==> config.mk <==
export PLATFORM = sky130hd
export DESIGN_NAME = jtag_slave_top
export DESIGN_NICKNAME = d
export VERILOG_FILES = /design/src/design/jtag_slave_pkg.sv /design/src/design/jtag_slave_top.sv /design/src/design/jtag_shift_engine.sv /design/src/design/jtag_status_reg.sv /design/src/design/bus_read_channel.sv /design/src/design/bus_write_channel.sv /design/src/design/word_fifo.sv
export VERILOG_INCLUDE_DIRS = /design/src /design/src/include
export SDC_FILE = /design/constraint.sdc
export NUM_CORES = 1
export LEC_CHECK = 0
export BUFFER_PORTS_ARGS = -buffer_cell sky130_fd_sc_hd__buf_4
export CAP_MARGIN = 20
export CORE_ASPECT_RATIO = 1.4
export CORE_MARGIN = 2
export CORE_UTILIZATION = 60
export DETAILED_ROUTE_END_ITERATION = 16
export PLACE_DENSITY = 0.78
export SYNTH_ARGS = -nofsm -noshare
export SYNTH_HDL_FRONTEND = slang
export SYNTH_SLANG_ARGS = --single-unit
==> constraint.sdc <==
create_clock -name clk -period 7.1 [get_ports clk]
set_input_delay 0.71 -clock clk [delete_from_list [all_inputs] [get_ports clk]]
set_output_delay 0.71 -clock clk [all_outputs]
set_load 0.005 [all_outputs]
==> src/include/jtag_slave_cfg.svh <==
`ifndef JTAG_SLAVE_CFG_SVH
`define JTAG_SLAVE_CFG_SVH

// bus widths
`define JTAG_DATA_W           32
`define JTAG_ID_W             4
`define JTAG_LEN_W            8

`define JTAG_BASE_ADDR        32'h1000_0000

// register map, word offsets from the base address
`define JTAG_REG_STATUS       32'd0
`define JTAG_REG_SHIFT_OUT    32'd1
`define JTAG_REG_SHIFT_IN     32'd2
`define JTAG_REG_SHIFT_CMD    32'd3

`define JTAG_FIFO_DEPTH_LOG2  3

// clocks per tck half period
`define JTAG_TCK_HALF         1
`define JTAG_MAX_SHIFT        32

`endif
==> src/design/jtag_slave_pkg.sv <==
package jtag_slave_pkg;

`include "jtag_slave_cfg.svh"

    typedef struct packed {
        logic [`JTAG_ID_W-1:0]   id;
        logic [`JTAG_DATA_W-1:0] addr;
        logic [`JTAG_LEN_W-1:0]  len;
        logic [1:0]              burst;
    } bus_addr_t;

    typedef struct packed {
        logic [`JTAG_DATA_W-1:0] data;
        logic [3:0]              strb;
        logic                    last;
    } bus_wdata_t;

    typedef struct packed {
        logic [`JTAG_ID_W-1:0] id;
        logic [1:0]            resp;
    } bus_bresp_t;

    typedef struct packed {
        logic [`JTAG_ID_W-1:0]   id;
        logic [`JTAG_DATA_W-1:0] data;
        logic [1:0]              resp;
        logic                    last;
    } bus_rdata_t;

    typedef enum logic [1:0] {RESP_OKAY = 2'd0, RESP_SLVERR = 2'd2} resp_e;
    typedef enum logic [1:0] {BURST_FIXED = 2'd0, BURST_INCR = 2'd1} burst_e;
    typedef enum logic [3:0] {OP_SHIFT = 4'd1, OP_TMS_HIGH = 4'd2} opcode_e;

    typedef struct packed {
        logic [3:0]  opcode;
        logic [27:0] cycle_num;
    } shift_cmd_t;

    // flush, empty, full per FIFO; done at bit 24
    typedef struct packed {
        logic [6:0] rsvd_31_25;
        logic       done;
        logic [4:0] rsvd_23_19;
        logic       cmd_full;
        logic       cmd_empty;
        logic       cmd_flush;
        logic [4:0] rsvd_15_11;
        logic       data_full;
        logic       data_empty;
        logic       data_flush;
        logic [4:0] rsvd_7_3;
        logic       out_full;
        logic       out_empty;
        logic       out_flush;
    } status_word_t;

    typedef union packed {
        status_word_t status;
        shift_cmd_t   cmd;
    } jtag_word_u;

endpackage

==> src/design/jtag_slave_top.sv <==
`timescale 1ns/1ns
`include "jtag_slave_cfg.svh"

module jtag_slave_top (
    input  logic                       clk,
    input  logic                       jtag_rstn_sync,
    input  jtag_slave_pkg::bus_addr_t  aw,
    input  logic                       aw_valid,
    output logic                       aw_ready,
    input  jtag_slave_pkg::bus_wdata_t w,
    input  logic                       w_valid,
    output logic                       w_ready,
    output jtag_slave_pkg::bus_bresp_t b,
    output logic                       b_valid,
    input  logic                       b_ready,
    input  jtag_slave_pkg::bus_addr_t  ar,
    input  logic                       ar_valid,
    output logic                       ar_ready,
    output jtag_slave_pkg::bus_rdata_t r,
    output logic                       r_valid,
    input  logic                       r_ready,
    output logic                       tck,
    output logic                       tms,
    output logic                       tdi,
    input  logic                       tdo
);
    import jtag_slave_pkg::*;

    bus_wdata_t              wdata;
    status_word_t            status_rd;
    logic                    status_we, data_push, cmd_push, out_push;
    logic                    data_pop, cmd_pop, out_pop;
    logic                    out_flush, data_flush, cmd_flush;
    logic [`JTAG_DATA_W-1:0] data_head, cmd_head, out_head, out_word;
    logic                    data_not_empty, cmd_not_empty, out_not_empty;
    logic                    data_full, cmd_full, out_full;
    logic                    engine_idle;

    bus_write_channel u_wr (
        .clk(clk), .jtag_rstn_sync(jtag_rstn_sync),
        .aw(aw), .aw_valid(aw_valid), .aw_ready(aw_ready),
        .w(w), .w_valid(w_valid), .w_ready(w_ready),
        .b(b), .b_valid(b_valid), .b_ready(b_ready),
        .data_full(data_full), .cmd_full(cmd_full),
        .status_we(status_we), .data_push(data_push), .cmd_push(cmd_push),
        .wdata(wdata)
    );

    bus_read_channel u_rd (
        .clk(clk), .jtag_rstn_sync(jtag_rstn_sync),
        .ar(ar), .ar_valid(ar_valid), .ar_ready(ar_ready),
        .r(r), .r_valid(r_valid), .r_ready(r_ready),
        .status_rd(status_rd), .out_head(out_head),
        .out_not_empty(out_not_empty), .out_pop(out_pop)
    );

    jtag_status_reg u_status (
        .clk(clk), .jtag_rstn_sync(jtag_rstn_sync),
        .status_we(status_we), .wdata(wdata),
        .out_not_empty(out_not_empty), .out_full(out_full),
        .data_not_empty(data_not_empty), .data_full(data_full),
        .cmd_not_empty(cmd_not_empty), .cmd_full(cmd_full),
        .engine_idle(engine_idle), .status_rd(status_rd),
        .out_flush(out_flush), .data_flush(data_flush), .cmd_flush(cmd_flush)
    );

    word_fifo #(.DEPTH_LOG2(`JTAG_FIFO_DEPTH_LOG2)) u_data_fifo (
        .clk(clk), .jtag_rstn_sync(jtag_rstn_sync), .flush(data_flush),
        .push(data_push), .push_data(wdata.data), .pop(data_pop),
        .head(data_head), .not_empty(data_not_empty), .full(data_full)
    );

    word_fifo #(.DEPTH_LOG2(`JTAG_FIFO_DEPTH_LOG2)) u_cmd_fifo (
        .clk(clk), .jtag_rstn_sync(jtag_rstn_sync), .flush(cmd_flush),
        .push(cmd_push), .push_data(wdata.data), .pop(cmd_pop),
        .head(cmd_head), .not_empty(cmd_not_empty), .full(cmd_full)
    );

    word_fifo #(.DEPTH_LOG2(`JTAG_FIFO_DEPTH_LOG2)) u_out_fifo (
        .clk(clk), .jtag_rstn_sync(jtag_rstn_sync), .flush(out_flush),
        .push(out_push), .push_data(out_word), .pop(out_pop),
        .head(out_head), .not_empty(out_not_empty), .full(out_full)
    );

    jtag_shift_engine u_engine (
        .clk(clk), .jtag_rstn_sync(jtag_rstn_sync),
        .cmd_word(cmd_head), .cmd_not_empty(cmd_not_empty), .cmd_pop(cmd_pop),
        .data_word(data_head), .data_not_empty(data_not_empty), .data_pop(data_pop),
        .out_full(out_full), .out_push(out_push), .out_word(out_word),
        .tck(tck), .tms(tms), .tdi(tdi), .tdo(tdo), .idle(engine_idle)
    );

endmodule

==> src/design/jtag_shift_engine.sv <==
`timescale 1ns/1ns
`include "jtag_slave_cfg.svh"

module jtag_shift_engine (
    input  logic                    clk,
    input  logic                    jtag_rstn_sync,
    input  logic [`JTAG_DATA_W-1:0] cmd_word,
    input  logic                    cmd_not_empty,
    input  logic [`JTAG_DATA_W-1:0] data_word,
    input  logic                    data_not_empty,
    input  logic                    out_full,
    input  logic                    tdo,
    output logic                    cmd_pop,
    output logic                    data_pop,
    output logic                    out_push,
    output logic [`JTAG_DATA_W-1:0] out_word,
    output logic                    tck,
    output logic                    tms,
    output logic                    tdi,
    output logic                    idle
);
    import jtag_slave_pkg::*;

    typedef enum logic [1:0] {E_IDLE, E_LOAD, E_RUN, E_PUSH} eng_state_e;

    eng_state_e              state;
    jtag_word_u              cmd_u;
    logic                    is_shift, shift_ok, half_tick;
    logic                    shift_q;                   // running command is a SHIFT
    logic [27:0]             cnt_q;                     // tck cycles still to go
    logic [5:0]              nbits_q;
    logic [`JTAG_DATA_W-1:0] sh_in_q, cap_q;
    logic [7:0]              div_q;

    assign cmd_u     = cmd_word;
    assign is_shift  = (cmd_u.cmd.opcode == OP_SHIFT);
    assign shift_ok  = (cmd_u.cmd.cycle_num != '0) && (cmd_u.cmd.cycle_num <= `JTAG_MAX_SHIFT);
    assign half_tick = (div_q == 8'(`JTAG_TCK_HALF - 1));

    assign idle     = (state == E_IDLE);
    assign cmd_pop  = idle && cmd_not_empty;
    assign data_pop = (state == E_LOAD) && data_not_empty;
    assign out_push = (state == E_PUSH) && !out_full;
    assign out_word = cap_q >> (`JTAG_MAX_SHIFT - nbits_q);  // captured bits to the bottom

    always_ff @(posedge clk or negedge jtag_rstn_sync) begin
        if (!jtag_rstn_sync) begin
            state   <= E_IDLE;
            tck     <= 1'b0;
            tms     <= 1'b1;
            tdi     <= 1'b0;
            div_q   <= '0;
            cnt_q   <= '0;
            shift_q <= 1'b0;
        end else begin
            case (state)
                E_IDLE: if (cmd_pop) begin
                    shift_q <= is_shift;
                    cnt_q   <= cmd_u.cmd.cycle_num;
                    div_q   <= '0;
                    if (is_shift && shift_ok) begin
                        tms   <= 1'b0;
                        state <= E_LOAD;
                    end else if (cmd_u.cmd.opcode == OP_TMS_HIGH &&
                                 cmd_u.cmd.cycle_num != '0) begin
                        state <= E_RUN;         // tms already high
                    end
                end
                E_LOAD: if (data_pop) begin     // tck parked low until data arrives
                    tdi   <= data_word[0];
                    state <= E_RUN;
                end
                E_RUN: begin
                    div_q <= half_tick ? '0 : div_q + 1'b1;
                    if (half_tick) begin
                        tck <= !tck;
                        if (!tck) begin
                            cnt_q <= cnt_q - 1'b1;
                        end else begin
                            if (shift_q)
                                tdi <= sh_in_q[1];  // next bit on the falling edge
                            if (cnt_q == '0) begin
                                tms   <= 1'b1;
                                state <= shift_q ? E_PUSH : E_IDLE;
                            end
                        end
                    end
                end
                E_PUSH: if (out_push) state <= E_IDLE;
                default: state <= E_IDLE;
            endcase
        end
    end

    always_ff @(posedge clk) begin
        if (cmd_pop)
            nbits_q <= cmd_u.cmd.cycle_num[5:0];
        if (data_pop) begin
            sh_in_q <= data_word;
        end else if (state == E_RUN && half_tick) begin
            if (!tck)
                cap_q <= {tdo, cap_q[`JTAG_DATA_W-1:1]};  // sample at rising tck
            else
                sh_in_q <= sh_in_q >> 1;
        end
    end

    a_shift_len: assert property (@(posedge clk) disable iff (!jtag_rstn_sync)
        (cmd_pop && is_shift) |-> shift_ok)
        else $error("SHIFT command with a bit count outside 1..32");

endmodule

==> src/design/jtag_status_reg.sv <==
`timescale 1ns/1ns

module jtag_status_reg (
    input  logic                         clk,
    input  logic                         jtag_rstn_sync,
    input  logic                         status_we,
    input  jtag_slave_pkg::bus_wdata_t   wdata,
    input  logic                         out_not_empty,
    input  logic                         out_full,
    input  logic                         data_not_empty,
    input  logic                         data_full,
    input  logic                         cmd_not_empty,
    input  logic                         cmd_full,
    input  logic                         engine_idle,
    output jtag_slave_pkg::status_word_t status_rd,
    output logic                         out_flush,
    output logic                         data_flush,
    output logic                         cmd_flush
);
    import jtag_slave_pkg::*;

    jtag_word_u wr_word;

    assign wr_word = wdata.data;

    // flush bits drop back to zero on any cycle without a write
    always_ff @(posedge clk or negedge jtag_rstn_sync) begin
        if (!jtag_rstn_sync) begin
            out_flush  <= 1'b0;
            data_flush <= 1'b0;
            cmd_flush  <= 1'b0;
        end else begin
            out_flush  <= status_we && wdata.strb[0] && wr_word.status.out_flush;
            data_flush <= status_we && wdata.strb[1] && wr_word.status.data_flush;
            cmd_flush  <= status_we && wdata.strb[2] && wr_word.status.cmd_flush;
        end
    end

    always_comb begin
        status_rd            = '0;
        status_rd.out_flush  = out_flush;
        status_rd.out_empty  = !out_not_empty;
        status_rd.out_full   = out_full;
        status_rd.data_flush = data_flush;
        status_rd.data_empty = !data_not_empty;
        status_rd.data_full  = data_full;
        status_rd.cmd_flush  = cmd_flush;
        status_rd.cmd_empty  = !cmd_not_empty;
        status_rd.cmd_full   = cmd_full;
        status_rd.done       = engine_idle && !cmd_not_empty;  // nothing left to run
    end

endmodule

==> src/design/bus_read_channel.sv <==
`timescale 1ns/1ns
`include "jtag_slave_cfg.svh"

module bus_read_channel (
    input  logic                         clk,
    input  logic                         jtag_rstn_sync,
    input  jtag_slave_pkg::bus_addr_t    ar,
    input  logic                         ar_valid,
    output logic                         ar_ready,
    output jtag_slave_pkg::bus_rdata_t   r,
    output logic                         r_valid,
    input  logic                         r_ready,
    input  jtag_slave_pkg::status_word_t status_rd,
    input  logic [`JTAG_DATA_W-1:0]      out_head,
    input  logic                         out_not_empty,
    output logic                         out_pop
);
    import jtag_slave_pkg::*;

    typedef enum logic {RD_IDLE, RD_DATA} rd_state_e;

    rd_state_e               state, state_nxt;
    logic [`JTAG_ID_W-1:0]   id_q;
    logic [1:0]              burst_q;
    logic [`JTAG_LEN_W-1:0]  len_q;
    logic [`JTAG_LEN_W-1:0]  beat_q;
    logic [`JTAG_DATA_W-1:0] offset_q;
    logic                    err_q;
    logic                    bad;
    logic                    ar_fire, r_fire;

    assign ar_fire = ar_valid && ar_ready;
    assign r_fire  = r_valid && r_ready;

    // only status and shift-out are readable
    assign bad = err_q || (burst_q != BURST_FIXED && burst_q != BURST_INCR) ||
                 (offset_q > `JTAG_REG_SHIFT_OUT);

    always_comb begin
        state_nxt = state;
        case (state)
            RD_IDLE: if (ar_fire) state_nxt = RD_DATA;
            RD_DATA: if (r_fire && r.last) state_nxt = RD_IDLE;
            default: state_nxt = RD_IDLE;
        endcase
    end

    always_ff @(posedge clk or negedge jtag_rstn_sync) begin
        if (!jtag_rstn_sync) begin
            state    <= RD_IDLE;
            ar_ready <= 1'b0;
            beat_q   <= '0;
            err_q    <= 1'b0;
        end else begin
            state    <= state_nxt;
            ar_ready <= (state_nxt == RD_IDLE);
            if (ar_fire) begin
                beat_q <= '0;
                err_q  <= 1'b0;
            end else if (r_fire) begin
                beat_q <= beat_q + 1'b1;
                err_q  <= bad;                  // sticky for the rest of the burst
            end
        end
    end

    always_ff @(posedge clk) begin
        if (ar_fire) begin
            id_q     <= ar.id;
            burst_q  <= ar.burst;
            len_q    <= ar.len;
            offset_q <= ar.addr - `JTAG_BASE_ADDR;
        end else if (r_fire && burst_q == BURST_INCR) begin
            offset_q <= offset_q + 1'b1;
        end
    end

    // shift-out beats wait for data
    assign r_valid = (state == RD_DATA) &&
                     (bad || offset_q == `JTAG_REG_STATUS || out_not_empty);
    assign out_pop = r_fire && !bad && offset_q == `JTAG_REG_SHIFT_OUT;

    assign r.id   = id_q;
    assign r.last = (beat_q == len_q);
    assign r.resp = bad ? RESP_SLVERR : RESP_OKAY;
    assign r.data = bad ? '1 :
                    (offset_q == `JTAG_REG_STATUS) ? status_rd : out_head;

    a_pop_has_data: assert property (@(posedge clk) disable iff (!jtag_rstn_sync)
        out_pop |-> out_not_empty)
        else $error("shift-out FIFO popped while empty");

endmodule

==> src/design/bus_write_channel.sv <==
`timescale 1ns/1ns
`include "jtag_slave_cfg.svh"

module bus_write_channel (
    input  logic                       clk,
    input  logic                       jtag_rstn_sync,
    input  jtag_slave_pkg::bus_addr_t  aw,
    input  logic                       aw_valid,
    output logic                       aw_ready,
    input  jtag_slave_pkg::bus_wdata_t w,
    input  logic                       w_valid,
    output logic                       w_ready,
    output jtag_slave_pkg::bus_bresp_t b,
    output logic                       b_valid,
    input  logic                       b_ready,
    input  logic                       data_full,
    input  logic                       cmd_full,
    output logic                       status_we,
    output logic                       data_push,
    output logic                       cmd_push,
    output jtag_slave_pkg::bus_wdata_t wdata
);
    import jtag_slave_pkg::*;

    typedef enum logic [1:0] {WR_IDLE, WR_DATA, WR_RESP} wr_state_e;

    wr_state_e               state, state_nxt;
    logic [`JTAG_ID_W-1:0]   id_q;
    logic [1:0]              burst_q;
    logic [`JTAG_DATA_W-1:0] offset_q;
    logic                    err_q;
    logic                    beat_err;
    logic                    aw_fire, w_fire;

    assign aw_fire = aw_valid && aw_ready;
    assign w_fire  = w_valid && w_ready;

    // bad burst type, outside the map, or the read-only shift-out port
    assign beat_err = (burst_q != BURST_FIXED && burst_q != BURST_INCR) ||
                      (offset_q > `JTAG_REG_SHIFT_CMD) ||
                      (offset_q == `JTAG_REG_SHIFT_OUT);

    always_comb begin
        state_nxt = state;
        case (state)
            WR_IDLE: if (aw_fire) state_nxt = WR_DATA;
            WR_DATA: if (w_fire && w.last) state_nxt = WR_RESP;
            WR_RESP: if (b_valid && b_ready) state_nxt = WR_IDLE;
            default: state_nxt = WR_IDLE;
        endcase
    end

    always_ff @(posedge clk or negedge jtag_rstn_sync) begin
        if (!jtag_rstn_sync) begin
            state    <= WR_IDLE;
            aw_ready <= 1'b0;
            err_q    <= 1'b0;
        end else begin
            state    <= state_nxt;
            aw_ready <= (state_nxt == WR_IDLE);
            if (aw_fire)
                err_q <= 1'b0;
            else if (w_fire && beat_err)
                err_q <= 1'b1;                  // held until the next burst
        end
    end

    always_ff @(posedge clk) begin
        if (aw_fire) begin
            id_q     <= aw.id;
            burst_q  <= aw.burst;
            offset_q <= aw.addr - `JTAG_BASE_ADDR;
        end else if (w_fire && burst_q == BURST_INCR) begin
            offset_q <= offset_q + 1'b1;
        end
    end

    always_comb begin
        w_ready = 1'b0;
        if (state == WR_DATA) begin
            if (beat_err || offset_q == `JTAG_REG_STATUS)
                w_ready = 1'b1;                 // error beats are dropped
            else if (offset_q == `JTAG_REG_SHIFT_IN)
                w_ready = !data_full;
            else
                w_ready = !cmd_full;
        end
    end

    assign status_we = w_fire && !beat_err && offset_q == `JTAG_REG_STATUS;
    assign data_push = w_fire && !beat_err && offset_q == `JTAG_REG_SHIFT_IN;
    assign cmd_push  = w_fire && !beat_err && offset_q == `JTAG_REG_SHIFT_CMD;
    assign wdata     = w;

    assign b_valid = (state == WR_RESP);
    assign b.id    = id_q;
    assign b.resp  = err_q ? RESP_SLVERR : RESP_OKAY;

    a_no_push_full: assert property (@(posedge clk) disable iff (!jtag_rstn_sync)
        !(data_push && data_full) && !(cmd_push && cmd_full))
        else $error("push into a full FIFO");

endmodule

==> src/design/word_fifo.sv <==
`timescale 1ns/1ns
`include "jtag_slave_cfg.svh"

module word_fifo #(
    parameter int DEPTH_LOG2 = 3
) (
    input  logic                    clk,
    input  logic                    jtag_rstn_sync,
    input  logic                    flush,
    input  logic                    push,
    input  logic [`JTAG_DATA_W-1:0] push_data,
    input  logic                    pop,
    output logic [`JTAG_DATA_W-1:0] head,
    output logic                    not_empty,
    output logic                    full
);

    logic [`JTAG_DATA_W-1:0] mem [2**DEPTH_LOG2];
    logic [DEPTH_LOG2:0]     wr_ptr, rd_ptr;       // extra wrap bit

    assign not_empty = (wr_ptr != rd_ptr);
    assign full      = (wr_ptr == {~rd_ptr[DEPTH_LOG2], rd_ptr[DEPTH_LOG2-1:0]});
    assign head      = mem[rd_ptr[DEPTH_LOG2-1:0]];

    always_ff @(posedge clk or negedge jtag_rstn_sync) begin
        if (!jtag_rstn_sync) begin
            wr_ptr <= '0;
            rd_ptr <= '0;
        end else if (flush) begin
            wr_ptr <= '0;
            rd_ptr <= '0;
        end else begin
            if (push && !full)
                wr_ptr <= wr_ptr + 1'b1;
            if (pop && not_empty)
                rd_ptr <= rd_ptr + 1'b1;
        end
    end

    always_ff @(posedge clk) begin
        if (push && !full)
            mem[wr_ptr[DEPTH_LOG2-1:0]] <= push_data;
    end

    a_no_overflow: assert property (@(posedge clk) disable iff (!jtag_rstn_sync)
        push |-> !full)
        else $error("FIFO push while full");

endmodule

# Word level (Yosys, flattened, before mapping)
# Memory sizes are Yosys's and may differ from the RTL's.
# Index checks and enable logic that the tools add are counted.
[totals] ramBits=768 n_memories=3 register_bits=238 output_inout_bits=53 in_bits=137
[op_classes] shift=1 magnitude_cmp=3 n_eq_ne=32 bitwise_logic=7 reduce_logical=88 n_addsub=14 muxes=73
[mem_list] name="u_cmd_fifo.mem" words=8 width=32 read_ports=1 rd_ports_with_merged_regs=0 wr=1 line="word_fifo.sv:18" text="logic [`JTAG_DATA_W-1:0] mem [2**DEPTH_LOG2];"
[mem_list] name="u_data_fifo.mem" words=8 width=32 read_ports=1 rd_ports_with_merged_regs=0 wr=1 line="word_fifo.sv:18"
[mem_list] name="u_out_fifo.mem" words=8 width=32 read_ports=1 rd_ports_with_merged_regs=0 wr=1 line="word_fifo.sv:18"
[op_table] cell="$mux W32" count=9
[op_table] cell="$mux W28" count=3
[op_table] cell="$add A32 B1 Y32 const B" count=2
[op_table] cell="$eq A32 B1 Y1 const B" count=2
[op_table] cell="$eq A32 B2 Y1 const B" count=2
[op_table] cell="$logic_not A32 Y1" count=2
[op_table] cell="$sub A32 B29 Y32 const B" count=2
[op_table] cell="$pmux W28 S2" count=1
[op_table] cell="$mux W4" count=12
[op_table] cell="$logic_and A1 B1 Y1" count=39
[op_table] cell="$gt A32 B1 Y1 const B" count=1
[op_table] cell="$gt A32 B2 Y1 const B" count=1
[op_table] cell="$mux W8" count=4
[op_table] cell="$reduce_bool A2 Y1" count=16
[op_table] cell="$shr A32 B32 Y32" count=1
[op_table] cell="$le A28 B6 Y1 const B" count=1
[op_table] cell="$logic_not A28 Y1" count=1
[op_table] cell="$mux W2" count=14
[op_table] cell="$reduce_bool A28 Y1" count=1
[op_table] cell="$sub A28 B1 Y28 const B" count=1
[op_table] cell="$add A4 B1 Y4 const B" count=6
[op_table] cell="$mux W1" count=24
[op_table] cell="$add A8 B1 Y8 const B" count=2
[op_table] cell="$pmux W8 S2" count=1
[op_table] cell="other kinds (25)" count=70

# Logic depth before layout (Yosys ltp)
[depth] ltp_word=13 ltp_mapped=12

# By module
# From an unflattened synthesis, not the netlist that was laid out.
[unflattened] hier_cells=2887 area_unflattened_um2=45157.1
[by_module_without_submodules] mod="word_fifo (u_cmd_fifo ...)" seq_area_each_um2=7887.6 cells_per_inst=449 instances=2 area_each_um2=10376.2
[by_module_without_submodules] mod="word_fifo (u_data_fifo)" seq_area_each_um2=7887.6 cells_per_inst=449 instances=1 area_each_um2=10378.7
[by_module_without_submodules] mod="jtag_shift_engine" seq_area_each_um2=3124.2 cells_per_inst=756 instances=1 area_each_um2=7095.6
[by_module_without_submodules] mod="bus_read_channel" seq_area_each_um2=1656.6 cells_per_inst=441 instances=1 area_each_um2=3737.3
[by_module_without_submodules] mod="bus_write_channel" seq_area_each_um2=1241.2 cells_per_inst=304 instances=1 area_each_um2=2867.8
[by_module_without_submodules] mod="jtag_status_reg" seq_area_each_um2=75.1 cells_per_inst=39 instances=1 area_each_um2=325.3

# Worst setup path after synthesis
# No wires, ideal clock.
[synth_path] kind="input -> register" startpoint="input port w_valid" endpoint="memory u_data_fifo.mem[4][0] (netlist name), enable pin" setup_slack_ns=1.504 required_time_ns=6.587 arrival_ns=5.083 setup_ns=0.513 path_buffers=0 stages=5 cell_sequence="and3b_1 inv_1 nor4_1 nand3_1 nor4b_1"
[synth_via] elab_chain_cells=6
[synth_rtl] item="start, declared" line="jtag_slave_top.sv:11" text="input logic w_valid,"
[synth_rtl] item="$logic_and A1 B1 Y1" line="bus_write_channel.sv:36" text="assign w_fire = w_valid && w_ready;"
[synth_rtl] item="$logic_and A1 B1 Y1" line="bus_write_channel.sv:91" text="assign data_push = w_fire && !beat_err && offset_q == `JTAG_REG_SHIFT_IN;"
[synth_rtl] item="$logic_and A1 B1 Y1 (no source line)"
[synth_rtl] item="$logic_and A1 B1 Y1" line="word_fifo.sv:41" text="if (push && !full)"
[synth_rtl] item="$mux W1" line="word_fifo.sv:41"
[synth_rtl] item="$mux W1 (implied by the code)" line="word_fifo.sv:42" text="mem[wr_ptr[DEPTH_LOG2-1:0]] <= push_data;"
[synth_rtl] item="end, declared" line="word_fifo.sv:18"
# Every way passes these cells.

==> flow_results.org <==
** Timing
- Subtracting the final worst setup slack from the clock period gives 4506 ps.
- The clock arrives with 49.08 ps of skew.
- In the final timing run, aggregate negative setup slack is 0 ps.
- Number of hold-slack violations in the final timing report :: 0
- Setup violations remaining at the end of the flow were counted as 0.
- Derived from the worst setup path, the maximum achievable clock frequency is 221.9 MHz.
- Unrepaired setup endpoints after global routing :: no
- Tightest Pin Transition :: 1051 ps
- The worst pin sits at a relative slew slack of 0.2995.
- Dividing the final minimum period by the clock period gives 0.6347.
- Final-report max-slew violation count :: 0

** Clock tree
- Clock tree synthesis inserted a total of 93 buffers.
- Root buffer cell :: sky130_fd_sc_hd__clkbuf_16
- TritonCTS clock tree :: built
- After clock tree synthesis, the clock-pin slew on the worst setup and hold paths is 60 ps.
- Once the clock tree was built, the setup fixing pass inserted 0 buffers.
- Post-CTS sizing :: 0
- H-tree levels :: 3
- At the later pin of the worst-skew pair, clock insertion delay measures 670 ps.
- CTS saw 1,005 sinks.
- After clock tree synthesis, the flow added hold-fix buffers numbering 0.
- The clock passes through at most 3 buffers.

** Cells and area
- Registers take 29,780 um^2.
- In the final design database the tool counted 2,978 nets.
- Share of final-layout standard cells stronger than drive strength 1 :: 0.2190
- After filler insertion, the fill cell instance count of the layout stands at 4,450.
- Compared with the post-synthesis result, the final layout area differs by 13.30%.
- Area of the multi-input gates :: 12,310 um^2
- Top library cells by usage in the layout, fill and taps aside :: sky130_fd_sc_hd__edfxtp_1 (921), sky130_fd_sc_hd__buf_4 (226), sky130_fd_sc_hd__nand2_1 (204)
- After routing the design area is 48,310 um^2.
- Leaving out fill and tap cells, the most frequent cell in the layout is sky130_fd_sc_hd__edfxtp_1.

** Synth
- In the synthesized netlist, the number of instances is 2,637.
- In this run the mean area of a mapped cell was 16.17 um^2.
- Async set-reset flop share out of synthesis :: 0.08358
- Seq cells post-synth :: 1,005
- Ranked by total cell area, the synthesized netlist is headed by sky130_fd_sc_hd__edfxtp_1 (65%), sky130_fd_sc_hd__mux4_2 (10%), sky130_fd_sc_hd__dfrtp_1 (4.9%), sky130_fd_sc_hd__mux2i_1 (2.7%), sky130_fd_sc_hd__nand2_1 (1.8%).
- The largest total area in the synthesized netlist belongs to sky130_fd_sc_hd__edfxtp_1.
- Number of enable flip-flop cells after synthesis :: 921
- For this run, the register share of the synthesized area comes to 0.6980.
- Top_reg_cell synth :: sky130_fd_sc_hd__edfxtp_1
- For this run, the number of Yosys warnings is 0.
- Summing every instance area after synthesis gives 42,640 um^2.
- Area share of the leading cell type in the synthesized netlist :: 0.6486
- The number of different library cells used by synthesis comes to 79.

** Placed design
- Port buffering added 178 buffers.
- The congestion estimate from routability-driven global placement came to 0.8790.
- After detailed placement, the total cell area comes to 45,160 um^2.
- Once detailed placement completed, the half-perimeter wirelength came to 56.81 mm.

** Setup path
- End point of the critical path :: r[12]
- STA puts the critical path data required time at 6390 ps.
- In this run the critical register-to-register path is launched from u_engine.nbits_q[0]$_DFFE_PP_.
- In this run the critical register-to-register path is captured at u_out_fifo.mem[5][1]$_DFFE_PP_.
- By startpoint and endpoint, the worst setup path is classified as flip-flop to primary output.
- Register-to-register setup slack :: 2900 ps
- Maximum fanout along the worst path :: 43
- Arrival time reported for the critical path endpoint :: 3800 ps
- Critical Path Start :: u_out_fifo.rd_ptr[0]$_DFFE_PN0P_
- Reg2reg path depth :: 10
- The worst setup path is launched from a flip-flop.
- The worst setup path is captured at a primary output.

** Global routing
- Number of antenna violations at the first check in global routing :: 0
- The first global-routing pass estimated 144.9 mm of wire.
- For this run the aggregate overflow at the end of global routing stands at 0.
- Entering global routing, the biggest net connects 80 pins.
- GRT Total Usage :: 0.2606
- The via count of the first global-routing pass is 25,110.

** Detailed routing
- The count of nets left with antenna violations once routing finished came out at 0.
- In the final routed layout, each cell accounts on average for 24.63 um.
- Wires add up to 94.47 mm.
- In the routed design, unresolved DRC markers number 0.
- Using the TritonRoute via totals, the vias-per-cell ratio works out to 6.283.
- Number of optimization iterations in the first detailed-route pass :: 5
- Drt initial violations :: 2,082
- Across all layers, the routed design uses 24,100 vias.

** Die
- Starting Density :: 0.6060
- After floorplanning, the core was divided into 115 placement rows.
- Core Footprint :: 70,360 um^2
- 190 I/O pins were placed.
- Chip Height :: 319.4 um
- Overall die width :: 229.3 um
- Die area :: 73,240 um^2

** Status
- The run finished with clean final reports.

** Power and ir drop
- Leakage component of the power :: 15.98 nW
- For this design the ratio of total power to cell area is 277.1 nW/um^2.
- IR Drop Worst-Case VDD :: 0.2493 mV

** Job
- The tool flagged a number of max-cap violations equal to 0.

** Min path
- Hold Path Class :: primary input to asynchronous set/reset pin
-- cell families (layout without fill, tap and decap cells) --
family / Yosys count / count (layout) / share of synthesized area
flops: 1005 / 1005 / 0.6980
simple gates: 628 / 628 / 0.06978
compound gates: 357 / 357 / 0.04912
mux: 330 / 330 / 0.1360
buf+inv: 182 / 443 / 0.01778
xor+xnor: 114 / 114 / 0.02342
fa+ha+maj: 20 / 20 / 0.005869
other cells: 1 / 3 / 0.00008795
-- metal layers --
| layer | up-vias | routed length (um) | track usage | part of all wire |
|---|---|---|---|---|
| met5 | - | 0 | 0 | 0 |
| met4 | 0 | 3184 | 0.09971 | 0.034 |
| met3 | 201 | 5596 | 0.03557 | 0.059 |
| met2 | 985 | 51200 | 0.4752 | 0.54 |
| met1 | 12250 | 34490 | 0.3149 | 0.37 |
| li1 | 10670 | - | - | - |
-- critical path, stage by stage (launching register included) --
cell,delay (ps)
sky130_fd_sc_hd__dfrtp_4,980
sky130_fd_sc_hd__buf_4,600
sky130_fd_sc_hd__mux4_2,600
sky130_fd_sc_hd__mux2_2,280
sky130_fd_sc_hd__o21ai_0,370
sky130_fd_sc_hd__nand2_1,140
sky130_fd_sc_hd__buf_4,160
-- sequential cells by signal, indices dropped and copies added (netlist names), 4 cells and up --
register	flops
u_cmd_fifo.mem	256
u_data_fifo.mem	256
u_out_fifo.mem	256
u_engine.cap_q	32
u_rd.offset_q	32
u_wr.offset_q	32
u_engine.sh_in_q	31
u_engine.cnt_q	28
u_engine.div_q	8
u_rd.beat_q	8
u_rd.len_q	8
u_engine.nbits_q	6
u_cmd_fifo.rd_ptr	4
u_cmd_fifo.wr_ptr	4
u_data_fifo.rd_ptr	4
u_data_fifo.wr_ptr	4
u_out_fifo.rd_ptr	4
u_out_fifo.wr_ptr	4
u_rd.id_q	4
u_wr.id_q	4
-- synth_stat cells (4+ instances only) --
cell type and instances:
sky130_fd_sc_hd__buf_6 4, sky130_fd_sc_hd__buf_1 37, sky130_fd_sc_hd__nor4b_1 4, sky130_fd_sc_hd__a21oi_1 84, sky130_fd_sc_hd__mux2i_1 115, sky130_fd_sc_hd__nand2_1 205
sky130_fd_sc_hd__a211oi_1 14, sky130_fd_sc_hd__a22oi_1 15, sky130_fd_sc_hd__o21ai_0 122, sky130_fd_sc_hd__clkbuf_1 81, sky130_fd_sc_hd__edfxtp_1 921, sky130_fd_sc_hd__o22ai_1 20
sky130_fd_sc_hd__nand2b_1 15, sky130_fd_sc_hd__buf_2 12, sky130_fd_sc_hd__nor3b_1 8, sky130_fd_sc_hd__xnor2_1 59, sky130_fd_sc_hd__ha_1 20, sky130_fd_sc_hd__o211ai_1 11
sky130_fd_sc_hd__xor2_1 55, sky130_fd_sc_hd__and3_1 19, sky130_fd_sc_hd__dfrtp_1 83, sky130_fd_sc_hd__mux4_2 193, sky130_fd_sc_hd__inv_1 37, sky130_fd_sc_hd__nor3_1 41
sky130_fd_sc_hd__nor2b_1 14, sky130_fd_sc_hd__nor4_1 24, sky130_fd_sc_hd__and4_1 7, sky130_fd_sc_hd__nor2_1 173, sky130_fd_sc_hd__o22a_1 5, sky130_fd_sc_hd__mux2_2 17
sky130_fd_sc_hd__or3_1 18, sky130_fd_sc_hd__a31oi_1 9, sky130_fd_sc_hd__o21ai_1 39, sky130_fd_sc_hd__nand4_1 29, sky130_fd_sc_hd__buf_4 8, sky130_fd_sc_hd__nand3_1 43
-- cell type report --
type / count / area share
Sequential cell: 1005 / 0.6164
Multi-Input combinational cell: 1451 / 0.2548
Clock buffer: 112 / 0.05097
Timing Repair Buffer: 230 / 0.03678
Tap cell: 936 / 0.02424
Clock inverter: 61 / 0.01365
Inverter: 40 / 0.003108
Antenna cell: 1 / 0.00005180
-- worst min-delay path by stage --
| stage | start | to | slack, ps | cells past startpoint |
|---|---|---|---|---|
| after floorplan | jtag_rstn_sync | u_cmd_fifo.rd_ptr[0]$_DFFE_PN0P_ | 410 | 0 |
| after global placement | u_engine.cap_q[6]$_DFFE_PP_ | u_engine.cap_q[5]$_DFFE_PP_ | 460 | 0 |
| after detailed placement | u_engine.cap_q[4]$_DFFE_PP_ | u_engine.cap_q[3]$_DFFE_PP_ | 460 | 0 |
| after CTS | jtag_rstn_sync | u_out_fifo.rd_ptr[3]$_DFFE_PN0P_ | 40 | 1 |
| after global routing | jtag_rstn_sync | u_out_fifo.rd_ptr[3]$_DFFE_PN0P_ | 90 | 1 |
| final | jtag_rstn_sync | u_out_fifo.rd_ptr[3]$_DFFE_PN0P_ | 70 | 1 |
-- power by group --
part / switching (mW) / leakage, nW / total, mW / internal (mW)
sequential: 0.215 / 9.39 / 6.93 / 6.71
combinational: 0.866 / 5.10 / 1.38 / 0.510
clock: 2.19 / 1.50 / 5.08 / 2.90
-- metrics by stage --
stage | hold WS (ps) | worst slack (ps) | utilization | instances | power, mW
2_1_floorplan | 414.4 | 1504 | - | 2638 | 7.944
3_3_place_gp | 462.0 | 3100 | 0.6410 | 3658 | 8.322
3_5_place_dp | 464.1 | 2960 | 0.6419 | 3661 | 8.411
4_1_cts | 35.51 | 2459 | 0.6862 | 3834 | 13.46
5_1_grt | 85.42 | 2357 | 0.6865 | 3835 | 13.87
6_report | 68.22 | 2594 | 0.6866 | 3836 | 13.38
(Power assumes the default switching activity.)
